### src/logic/spi_pkg.sv
package spi_pkg;

    localparam int FRAME_BITS  = 16;                 // Bits per SPI frame
    localparam int BIT_CNT_W   = 5;                  // Counts 0..FRAME_BITS
    localparam int SCLK_HALF   = 4;                  // inner_clk cycles per sclk half period
    localparam int RATE_CNT_W  = $clog2(SCLK_HALF);  // Rate counter width
    localparam int QUEUE_DEPTH = 4;                  // Entries per FIFO

    // Frame sequencer states of the master
    typedef enum logic [1:0] {
        IDLE,
        SELECT,
        TRANSFER,
        DONE
    } master_state_t;

endpackage

### src/logic/spi_frame_if.sv
`timescale 1ns/100ps

interface spi_frame_if import spi_pkg::*; ();

    logic                  start;    // One-cycle launch pulse
    logic [FRAME_BITS-1:0] tx_word;  // Valid with start
    logic [FRAME_BITS-1:0] rx_word;  // Valid with done
    logic                  done;     // One-cycle completion pulse

    // Launch side, owns start and tx_word
    modport queue (
        output start,
        output tx_word,
        input  rx_word,
        input  done
    );

    // Shifter side, owns rx_word and done
    modport master (
        input  start,
        input  tx_word,
        output rx_word,
        output done
    );

endinterface

### src/logic/spi_rate_gen.sv
`timescale 1ns/100ps

module spi_rate_gen import spi_pkg::*; (
    input  logic inner_clk,
    input  logic reset,
    input  logic enable,
    output logic tick
);

    logic [RATE_CNT_W-1:0] count;

    // Down counter, reloads on each tick
    always_ff @(posedge inner_clk or posedge reset) begin
        if (reset) begin
            count <= RATE_CNT_W'(SCLK_HALF - 1);
        end else if (!enable) begin
            count <= RATE_CNT_W'(SCLK_HALF - 1);   // Fixed phase at each enable
        end else if (count == '0) begin
            count <= RATE_CNT_W'(SCLK_HALF - 1);
        end else begin
            count <= count - 1'b1;
        end
    end

    // First tick lands SCLK_HALF cycles after enable rises
    assign tick = enable && (count == '0);

endmodule

### src/logic/spi_master.sv
`timescale 1ns/100ps

module spi_master import spi_pkg::*; (
    input  logic        inner_clk,
    input  logic        reset,
    spi_frame_if.master frame,
    output logic        sclk,
    output logic        mosi,
    input  logic        miso,
    output logic        cs_n
);

    master_state_t         state;
    logic [FRAME_BITS-1:0] tx_shift;   // Outgoing word, bit 0 first
    logic [FRAME_BITS-1:0] rx_shift;   // Incoming word, fills from the top
    logic [BIT_CNT_W-1:0]  bit_cnt;    // Rising edges seen this frame
    logic                  rate_en;
    logic                  tick;
    logic                  fall_tick;
    logic                  rise_tick;
    logic                  end_tick;
    logic                  shift_tick;

    spi_rate_gen rate_gen (
        .inner_clk (inner_clk),
        .reset     (reset),
        .enable    (rate_en),
        .tick      (tick)
    );

    // Edge decode, sclk is the phase before the toggle
    assign end_tick   = (state == TRANSFER) && tick && (bit_cnt == FRAME_BITS);
    assign fall_tick  = (state == TRANSFER) && tick && sclk && (bit_cnt != FRAME_BITS);
    assign rise_tick  = (state == TRANSFER) && tick && !sclk;
    assign shift_tick = fall_tick && (bit_cnt != '0);   // First fall keeps bit 0

    always_ff @(posedge inner_clk or posedge reset) begin
        if (reset) begin
            state   <= IDLE;
            cs_n    <= 1'b1;
            sclk    <= 1'b1;
            mosi    <= 1'b0;
            rate_en <= 1'b0;
            bit_cnt <= '0;
        end else begin
            case (state)
                IDLE: begin
                    if (frame.start) begin
                        bit_cnt <= '0;
                        state   <= SELECT;
                    end
                end
                SELECT: begin
                    cs_n    <= 1'b0;
                    mosi    <= tx_shift[0];
                    rate_en <= 1'b1;
                    state   <= TRANSFER;
                end
                TRANSFER: begin
                    if (end_tick) begin
                        cs_n    <= 1'b1;       // Deselect half a bit after last rise
                        mosi    <= 1'b0;
                        rate_en <= 1'b0;
                        state   <= DONE;
                    end else if (tick) begin
                        sclk <= ~sclk;
                        if (shift_tick) begin
                            mosi <= tx_shift[1];
                        end
                        if (rise_tick) begin
                            bit_cnt <= bit_cnt + 1'b1;
                        end
                    end
                end
                DONE: begin
                    state <= IDLE;
                end
                default: begin
                    state <= IDLE;
                end
            endcase
        end
    end

    // Shift registers
    always_ff @(posedge inner_clk) begin
        if ((state == IDLE) && frame.start) begin
            tx_shift <= frame.tx_word;
        end else if (shift_tick) begin
            tx_shift <= {1'b0, tx_shift[FRAME_BITS-1:1]};
        end
        if (rise_tick) begin
            rx_shift <= {miso, rx_shift[FRAME_BITS-1:1]};   // Sample before sclk rises
        end
    end

    assign frame.done    = (state == DONE);
    assign frame.rx_word = rx_shift;

    // Clock parks high whenever the slave is deselected
    a_sclk_idle_high: assert property (
        @(posedge inner_clk) disable iff (reset) cs_n |-> sclk
    );

    // Queue must hold off until the previous frame is done
    a_start_in_idle: assert property (
        @(posedge inner_clk) disable iff (reset) frame.start |-> (state == IDLE)
    );

    a_done_single: assert property (
        @(posedge inner_clk) disable iff (reset) frame.done |=> !frame.done
    );

endmodule

### src/logic/sync_fifo.sv
`timescale 1ns/100ps

module sync_fifo #(
    parameter int DEPTH = 4,
    parameter int WIDTH = 16
) (
    input  logic             inner_clk,
    input  logic             reset,
    input  logic             push,
    input  logic [WIDTH-1:0] push_data,
    input  logic             pop,
    output logic [WIDTH-1:0] pop_data,
    output logic             full,
    output logic             empty
);

    logic [WIDTH-1:0]             mem [DEPTH];
    logic [$clog2(DEPTH)-1:0]     wr_ptr;
    logic [$clog2(DEPTH)-1:0]     rd_ptr;
    logic [$clog2(DEPTH+1)-1:0]   count;
    logic                         push_ok;
    logic                         pop_ok;

    assign push_ok = push && !full;    // Drop writes when full
    assign pop_ok  = pop && !empty;

    always_ff @(posedge inner_clk or posedge reset) begin
        if (reset) begin
            wr_ptr <= '0;
            rd_ptr <= '0;
            count  <= '0;
        end else begin
            if (push_ok) begin
                wr_ptr <= (wr_ptr == DEPTH - 1) ? '0 : wr_ptr + 1'b1;
            end
            if (pop_ok) begin
                rd_ptr <= (rd_ptr == DEPTH - 1) ? '0 : rd_ptr + 1'b1;
            end
            if (push_ok && !pop_ok) begin
                count <= count + 1'b1;
            end else if (pop_ok && !push_ok) begin
                count <= count - 1'b1;
            end
        end
    end

    always_ff @(posedge inner_clk) begin
        if (push_ok) begin
            mem[wr_ptr] <= push_data;
        end
    end

    assign pop_data = mem[rd_ptr];     // Head word shown ahead of pop
    assign full     = (count == DEPTH);
    assign empty    = (count == 0);

    a_count_bound: assert property (
        @(posedge inner_clk) disable iff (reset) count <= DEPTH
    );

endmodule

### src/logic/spi_frame_queue.sv
`timescale 1ns/100ps

module spi_frame_queue import spi_pkg::*; (
    input  logic                  inner_clk,
    input  logic                  reset,
    input  logic                  wr_en,
    input  logic [FRAME_BITS-1:0] wr_data,
    output logic                  tx_full,
    input  logic                  rd_en,
    output logic [FRAME_BITS-1:0] rd_data,
    output logic                  rx_empty,
    spi_frame_if.queue            frame
);

    logic tx_empty;
    logic rx_full;
    logic launch;   // Registered start pulse
    logic busy;     // Frame outstanding

    sync_fifo #(
        .DEPTH (QUEUE_DEPTH),
        .WIDTH (FRAME_BITS)
    ) tx_fifo (
        .inner_clk (inner_clk),
        .reset     (reset),
        .push      (wr_en),
        .push_data (wr_data),
        .pop       (launch),          // Head leaves with the start pulse
        .pop_data  (frame.tx_word),
        .full      (tx_full),
        .empty     (tx_empty)
    );

    sync_fifo #(
        .DEPTH (QUEUE_DEPTH),
        .WIDTH (FRAME_BITS)
    ) rx_fifo (
        .inner_clk (inner_clk),
        .reset     (reset),
        .push      (frame.done),
        .push_data (frame.rx_word),
        .pop       (rd_en),
        .pop_data  (rd_data),
        .full      (rx_full),
        .empty     (rx_empty)
    );

    // Launch only with room for the result, one frame in flight
    always_ff @(posedge inner_clk or posedge reset) begin
        if (reset) begin
            launch <= 1'b0;
            busy   <= 1'b0;
        end else begin
            launch <= !tx_empty && !rx_full && !busy && !launch;
            if (launch) begin
                busy <= 1'b1;
            end else if (frame.done) begin
                busy <= 1'b0;
            end
        end
    end

    assign frame.start = launch;

    // A result only comes back for a frame this queue launched
    a_done_when_busy: assert property (
        @(posedge inner_clk) disable iff (reset) frame.done |-> busy
    );

endmodule

### src/logic/spi_subsystem.sv
`timescale 1ns/100ps

module spi_subsystem import spi_pkg::*; (
    input  logic                  inner_clk,
    input  logic                  reset,
    input  logic                  wr_en,
    input  logic [FRAME_BITS-1:0] wr_data,
    output logic                  tx_full,
    input  logic                  rd_en,
    output logic [FRAME_BITS-1:0] rd_data,
    output logic                  rx_empty,
    output logic                  sclk,
    output logic                  mosi,
    input  logic                  miso,
    output logic                  cs_n
);

    spi_frame_if frame_bus ();   // Queue to master link

    spi_frame_queue queue (
        .inner_clk (inner_clk),
        .reset     (reset),
        .wr_en     (wr_en),
        .wr_data   (wr_data),
        .tx_full   (tx_full),
        .rd_en     (rd_en),
        .rd_data   (rd_data),
        .rx_empty  (rx_empty),
        .frame     (frame_bus.queue)
    );

    spi_master master (
        .inner_clk (inner_clk),
        .reset     (reset),
        .frame     (frame_bus.master),
        .sclk      (sclk),
        .mosi      (mosi),
        .miso      (miso),
        .cs_n      (cs_n)
    );

endmodule

### config.mk
export PLATFORM = sky130hd
export DESIGN_NAME = spi_subsystem
export DESIGN_NICKNAME = d
export VERILOG_FILES = /design/src/logic/spi_pkg.sv /design/src/logic/spi_frame_if.sv /design/src/logic/spi_rate_gen.sv /design/src/logic/spi_master.sv /design/src/logic/sync_fifo.sv /design/src/logic/spi_frame_queue.sv /design/src/logic/spi_subsystem.sv
export SDC_FILE = /design/constraint.sdc
export NUM_CORES = 1
export LEC_CHECK = 0
export BUFFER_PORTS_ARGS = -buffer_cell sky130_fd_sc_hd__buf_2
export CAP_MARGIN = 25
export CORE_MARGIN = 2
export CORE_UTILIZATION = 50
export CTS_BUF_LIST = sky130_fd_sc_hd__clkbuf_8 sky130_fd_sc_hd__clkbuf_16
export CTS_CLUSTER_DIAMETER = 40
export DETAILED_ROUTE_END_ITERATION = 16
export PLACE_DENSITY = 0.7
export SLEW_MARGIN = 20
export SYNTH_ARGS = -nofsm -noshare
export SYNTH_HDL_FRONTEND = slang
export SYNTH_SLANG_ARGS = --single-unit
### constraint.sdc
create_clock -name inner_clk -period 3.9 [get_ports inner_clk]
set_input_delay 0.195 -clock inner_clk [delete_from_list [all_inputs] [get_ports inner_clk]]
set_output_delay 0.195 -clock inner_clk [all_outputs]
set_load 0.005 [all_outputs]
Word level (Yosys, flattened, before mapping)

Memories as Yosys holds them, arrays and structs flattened.
Index checks and enable logic that the tools add are counted.

Bits in registers: 61
Bits in latches: 0
Bits in writable memories: 128
ROM bits: 0
Input port bits: 21
Output and inout port bits: 21
Logic and storage cells: 129
Memories: 2

Add/sub/neg operators: 10
$mul: 0
Div/mod/pow operators: 0
Order comparisons: 0
Equal/unequal tests: 18
Shift-type cells: 0
Mux-type cells: 34
Bitwise gates (word level): 2
Reduce and logical (&&, ||, !) cells: 46

Memories:

| memory            | words | width | read ports | clocked after Yosys merged registers in | write ports | RTL line        | RTL |
|---|---|---|---|---|---|---|---|
| queue.rx_fifo.mem | 4     | 16    | 1          | 0                                       | 1           | sync_fifo.sv:17 | `logic [WIDTH-1:0] mem [DEPTH];` |
| queue.tx_fifo.mem | 4     | 16    | 1          | 0                                       | 1           | sync_fifo.sv:17 |  |

Operators with widths:

| kind                | number |
|---|---|
| $mux 16             | 2 |
| $mux 5              | 4 |
| $logic_and 1x1->1   | 19 |
| $mux 2              | 8 |
| $eq 2x2->1 const B  | 6 |
| $mux 3              | 4 |
| $reduce_bool 2->1   | 6 |
| $logic_not 1->1     | 11 |
| $mux 1              | 11 |
| $pmux 5 s2          | 1 |
| $add 2x1->2 const B | 4 |
| $pmux 2 s4          | 1 |
| $add 3x1->3 const B | 2 |
| $eq 3x3->1 const B  | 2 |
| $logic_not 3->1     | 2 |
| $ne 2x1->1 const B  | 3 |
| $ne 3x1->1 const B  | 2 |
| $pmux 1 s2          | 3 |
| $reduce_and 3->1    | 2 |
| $sub 3x1->3 const B | 2 |
| $add 5x1->5 const B | 1 |
| $eq 5x5->1 const B  | 1 |
| $ne 5x5->1 const B  | 1 |
| $reduce_and 5->1    | 1 |
| other kinds (7)     | 11 |

Longest topological paths before layout

Depth in word-level cells: 10
Gate-level depth with buffers: 9
Depth with buffers taken out: 9

Hierarchy

A second synthesis with hierarchy kept.

Cells, all modules: 378
Area, all modules: 7516.0 um^2

Modules (own cells, without submodules):

| module          | instances | cells each | area each (um^2) | seq. area each (um^2) |
|---|---|---|---|---|
| sync_fifo       | 2         | 122        | 2761.4           | 2097.0 |
| spi_master      | 1         | 119        | 1820.5           | 1238.7 |
| spi_rate_gen    | 1         | 9          | 93.8             | 52.6 |
| spi_frame_queue | 1         | 6          | 78.8             | 50.0 |

Worst setup path after synthesis

OpenSTA, ideal clock, no wires.

Kind: reg2reg
Start point: register master.state[0]
End point: register master.tx_shift[0], enable pin
Library setup time: 0.411 ns
Data arrival time: 1.997 ns
Required time: 3.489 ns
Setup slack: 1.491 ns
Stages on the path, launching flop included: 5
Path buffers: 0
Period minus slack after synthesis: 2.409 ns
Path through: dfrtp_1 > inv_1 > ha_1 > nand3_1 > o21ai_0

Word-level cells in the longest chain between the ends: 6
Elaborated cells between the ends (all ways): 8
Classes of those cells: 1 x eq/ne; 7 x reduce/logical

Ends and longest elaborated chain:

| element                         | RTL line         | RTL |
|---|---|---|
| from (decl)                     | spi_master.sv:13 | `master_state_t state;` |
| from (signal assigned)          | spi_master.sv:39 | `state <= IDLE;` |
| from (signal assigned)          | spi_master.sv:50 | `state <= SELECT;` |
| from (signal assigned)          | spi_master.sv:57 | `state <= TRANSFER;` |
| $eq 2x2->1                      | spi_master.sv:33 | `assign fall_tick = (state == TRANSFER) && tick && sclk && (bit_cnt != FRAME_BITS);` |
| $logic_and 1x1->1 (3 in series) | spi_master.sv:33 |  |
| $logic_and 1x1->1               | spi_master.sv:35 | `assign shift_tick = fall_tick && (bit_cnt != '0);` |
| $reduce_bool 2->1 (no line) (*) | --               |  |
| to (signal assigned)            | spi_master.sv:88 | `tx_shift <= frame.tx_word;` |
| to (signal assigned)            | spi_master.sv:90 | `tx_shift <= {1'b0, tx_shift[FRAME_BITS-1:1]};` |
| to (decl)                       | spi_master.sv:14 | `logic [FRAME_BITS-1:0] tx_shift;` |

Mark *: on every way between the ends. The rest lies on a longest branch, timed or not.
A chain may end at the register's enable or synchronous reset.

Final worst setup path

Start point: register master.state[0]
End point: register master.bit_cnt[4]

Word-level cells in the longest chain between the ends: 5
Elaborated cells between the ends (all ways): 12
Classes of those cells: 5 x eq/ne; 1 x mux; 6 x reduce/logical

Ends and longest elaborated chain:

| element                         | RTL line         | RTL |
|---|---|---|
| $eq 2x2->1                      | spi_master.sv:34 | `assign rise_tick = (state == TRANSFER) && tick && !sclk;` |
| $logic_and 1x1->1 (2 in series) | spi_master.sv:34 |  |
| named net master.rise_tick      | spi_master.sv:20 | `logic rise_tick;` |
| $ne 2x1->1 (no line)            | --               |  |
| $reduce_and 5->1 (no line)      | --               |  |
| to (signal assigned)            | spi_master.sv:71 | `bit_cnt <= bit_cnt + 1'b1;` |
| to (decl)                       | spi_master.sv:16 | `logic [BIT_CNT_W-1:0] bit_cnt;` |

The timed path passes the listed nets, and every way through them passes these cells.

==> metrics.txt <==
via count ~3,500; Final ANT Viol Nets 0; Pre-antenna DRT Iters 4; Synth Flop Type edfxtp_1; largest family of logic cells by synthesized area multiplexers; ratio of cells with drive above 1 in the final layout 0.268; synthesis-to-layout area growth 15.9%; Area after DPL roughly 7900 µm²; CP endpoint kind register; CP arrival slightly below 3 ns; TritonCTS clock tree done; Starting Density 0.514; WHS 0.174 ns; warnings from Yosys 0; final setup violation count 0; Skew-Pair Late Insertion Delay 0.43 ns; Post-synth EDFFs 160; worst slack at placement about 1.2 ns; register bit total from synthesis roughly 190; PostCTS Resize Cnt 0; compound-gate portion of the synthesized area 0.0220; Finished Core Util 0.595; reg-to-reg slack, setup about 1.2 ns; post-route cell area just under 9000 µm²; clock sink count 189; CORE AREA between 10,000 and 15,000 µm²; pin count of the biggest net entering global routing 30; Synth Instances between 300 and 400; Die Height between 100 and 150 µm; leakage power 3.16 nW; routability cong. ~0.76; Relative slew margins 0.371; Synth Area in XOR/XNOR 0.00701; total gr overflow 0; Synth Area in Adders 0.0387; initial DRC count 330; initial antenna violation count 0; Post-synth ARST share 0.153; fin crit period between 2 and 3 ns; crit path from master.state[0]$_DFFE_PP0P_; TNS Setup 0 ns; most common cell after layout, fill and taps aside edfxtp_1; Worst Hold End queue.rx_fifo.rd_ptr[0]$_DFFE_PP0P_; hold path cells 3; Min-Delay Path Class input pin to register; die footprint between 15,000 and 20,000 µm²; Worst Reg-to-Reg Cells 7; worst-path fanout max 19; io pins 42; DR WL/cell 17.7 µm; Clock Skews about 0.0081 ns; vias per cell roughly 5.4; commonest non-fill, non-tap cells in the layout 160 x edfxtp_1, 41 x buf_2, 24 x dfrtp_1; Post-Syn Area between 7000 and 8000 µm²; Post-Synth Simple-Gate Area 0.0416; HPWL Detailed approximately 7 mm; final slew viol count 0; first-pass GRT wire length around 19 mm; Die Span X 126 µm; RSZ-0062 raised after global routing no; mux contribution to synthesized area 0.133; status finished, final reports clean; Critical Path Source Type register; Tcrit/Tclk final 0.681; WS Path Type register to register; GRT Overall Usage 0.157; Num CTS Buffers 17; PD cells between 700 and 800 nW/µm²; Hold Startpoint rd_en; data required time of the critical path between 4 and 5 ns; clock slew at reported path FFs roughly 0.07 ns; Total Nets Final 496; aggregate routed wire length between 10 and 15 mm; Port Buffers 41; final hold vios 0; worst r2r src master.state[0]$_DFFE_PP0P_; vias in the first global route 3,691; Avg Cell Area, Syn approximately 20 µm²; Yosys cell types 41; worst reg2reg endpoint master.bit_cnt[4]$_DFFE_PP0P_; diodes inserted 0; clk root buf clkbuf_16; Max Buffers Root-to-Sink 2; fillers between 1,000 and 1,500; VDD IR max roughly 0.50 mV; Net Count, Synth around 430; H-tree level count 4; Least-Margin Pin Slew 0.944 ns; # rows 44; f_max 0.376 GHz; PnR worst setup slack about 1.2 ns; MaxCap Viol Count 0; drt drc 0; sequential area share after synthesis 0.739
-- metal layers --
layer  wire length, µm  vias up  part of all wire  track usage
li1                  -     1645                 -            -
met1              4970     1758              0.43        0.192
met2              5880       69              0.51        0.267
met3               520       17             0.045       0.0481
met4               165        0             0.014       0.0543
met5                 0        -                 0            0
-- through the flow --
stage	instances	total power [mW]
6_report	650	6.36
3_3_place_gp	599	4.56
2_1_floorplan	384	4.18
4_1_cts	649	6.44
3_5_place_dp	599	4.64
5_1_grt	650	6.73
-- worst max-delay path by stage --
stage          depth (start not counted)                            end
3_3_place_gp                           7  master.bit_cnt[4]$_DFFE_PP0P_
3_5_place_dp                           7  master.bit_cnt[4]$_DFFE_PP0P_
2_1_floorplan                          4   master.tx_shift[0]$_DFFE_PP_
6_report                               7  master.bit_cnt[4]$_DFFE_PP0P_
4_1_cts                                7  master.bit_cnt[4]$_DFFE_PP0P_
5_1_grt                                7  master.bit_cnt[4]$_DFFE_PP0P_
-- cell usage after synthesis, types with 3 or more instances --
cell type,number,share of area
clkbuf_1,4,0.0020
buf_2,4,0.0027
o21ai_0,10,0.0067
nand2_1,14,0.0070
nand3_1,4,0.0027
mux2_2,19,0.029
nand2b_1,6,0.0050
ha_1,20,0.033
mux4_1,9,0.032
mux2i_1,3,0.0040
xor2_1,4,0.0047
a21oi_1,5,0.0033
edfxtp_1,160,0.64
nor2b_1,6,0.0050
dfrtp_1,25,0.083
and2_1,8,0.0067
nor2_1,8,0.0040
mux4_2,23,0.069
dfstp_2,4,0.014
nor3_1,5,0.0033
inv_1,18,0.0090
-- power by group --
part	total (mW)	switching (mW)	internal (mW)
Sequential	3.07	0.343	2.72
Clock	1.77	0.703	1.07
Combinational	1.52	0.717	0.803
Total	6.36	1.76	4.60
-- layout make-up --
cell class	count	area, µm²	area share
inverters	18	67.6	0.00778
clock buffers	22	517	0.0595
multi-input cells	166	1820	0.209
well taps	184	230	0.0265
clock inverters	10	108	0.0124
flip-flops and latches	189	5540	0.638
repair buffers	61	408	0.0470
-- sequential cells by signal (all words and copies together) (netlist names), 2 cells and up --
name,cells
master.rate_gen.count,2
queue.tx_fifo.wr_ptr,2
queue.tx_fifo.mem,64
queue.tx_fifo.rd_ptr,2
master.bit_cnt,5
master.state,2
master.tx_shift,16
queue.tx_fifo.count,3
queue.rx_fifo.mem,64
master.frame.rx_word,16
queue.rx_fifo.count,3
queue.rx_fifo.wr_ptr,2
queue.rx_fifo.rd_ptr,2
-- critical path, cell delays in order (launching register included) --
cell and delay [ns]:
dfrtp_1 0.42, inv_1 0.12, ha_1 0.44, nand4b_1 0.27, inv_1 0.64, nand2b_1 0.22, o21ai_1 0.28, a31oi_1 0.13
-- cells by family (layout without fill, tap and decap cells) --
group | Yosys count | after routing
AO/OA/AOI/OAI | 26 | 26
XOR/XNOR | 6 | 6
adder cells (fa/ha/maj) | 22 | 22
buffers and inverters | 29 | 111
flip-flops | 189 | 189
multiplexers | 54 | 54
AND/OR/NAND/NOR | 58 | 58
-- what timing repair did --
action / 4_1_cts / 5_1_grt
hold endpoints to repair: 90 / 0
endpoints found under the setup margin: 0 / 0
hold buffers: 18 / 0
setup buffers: 0 / 0
No activity file was read; power rests on OpenSTA's default activity.
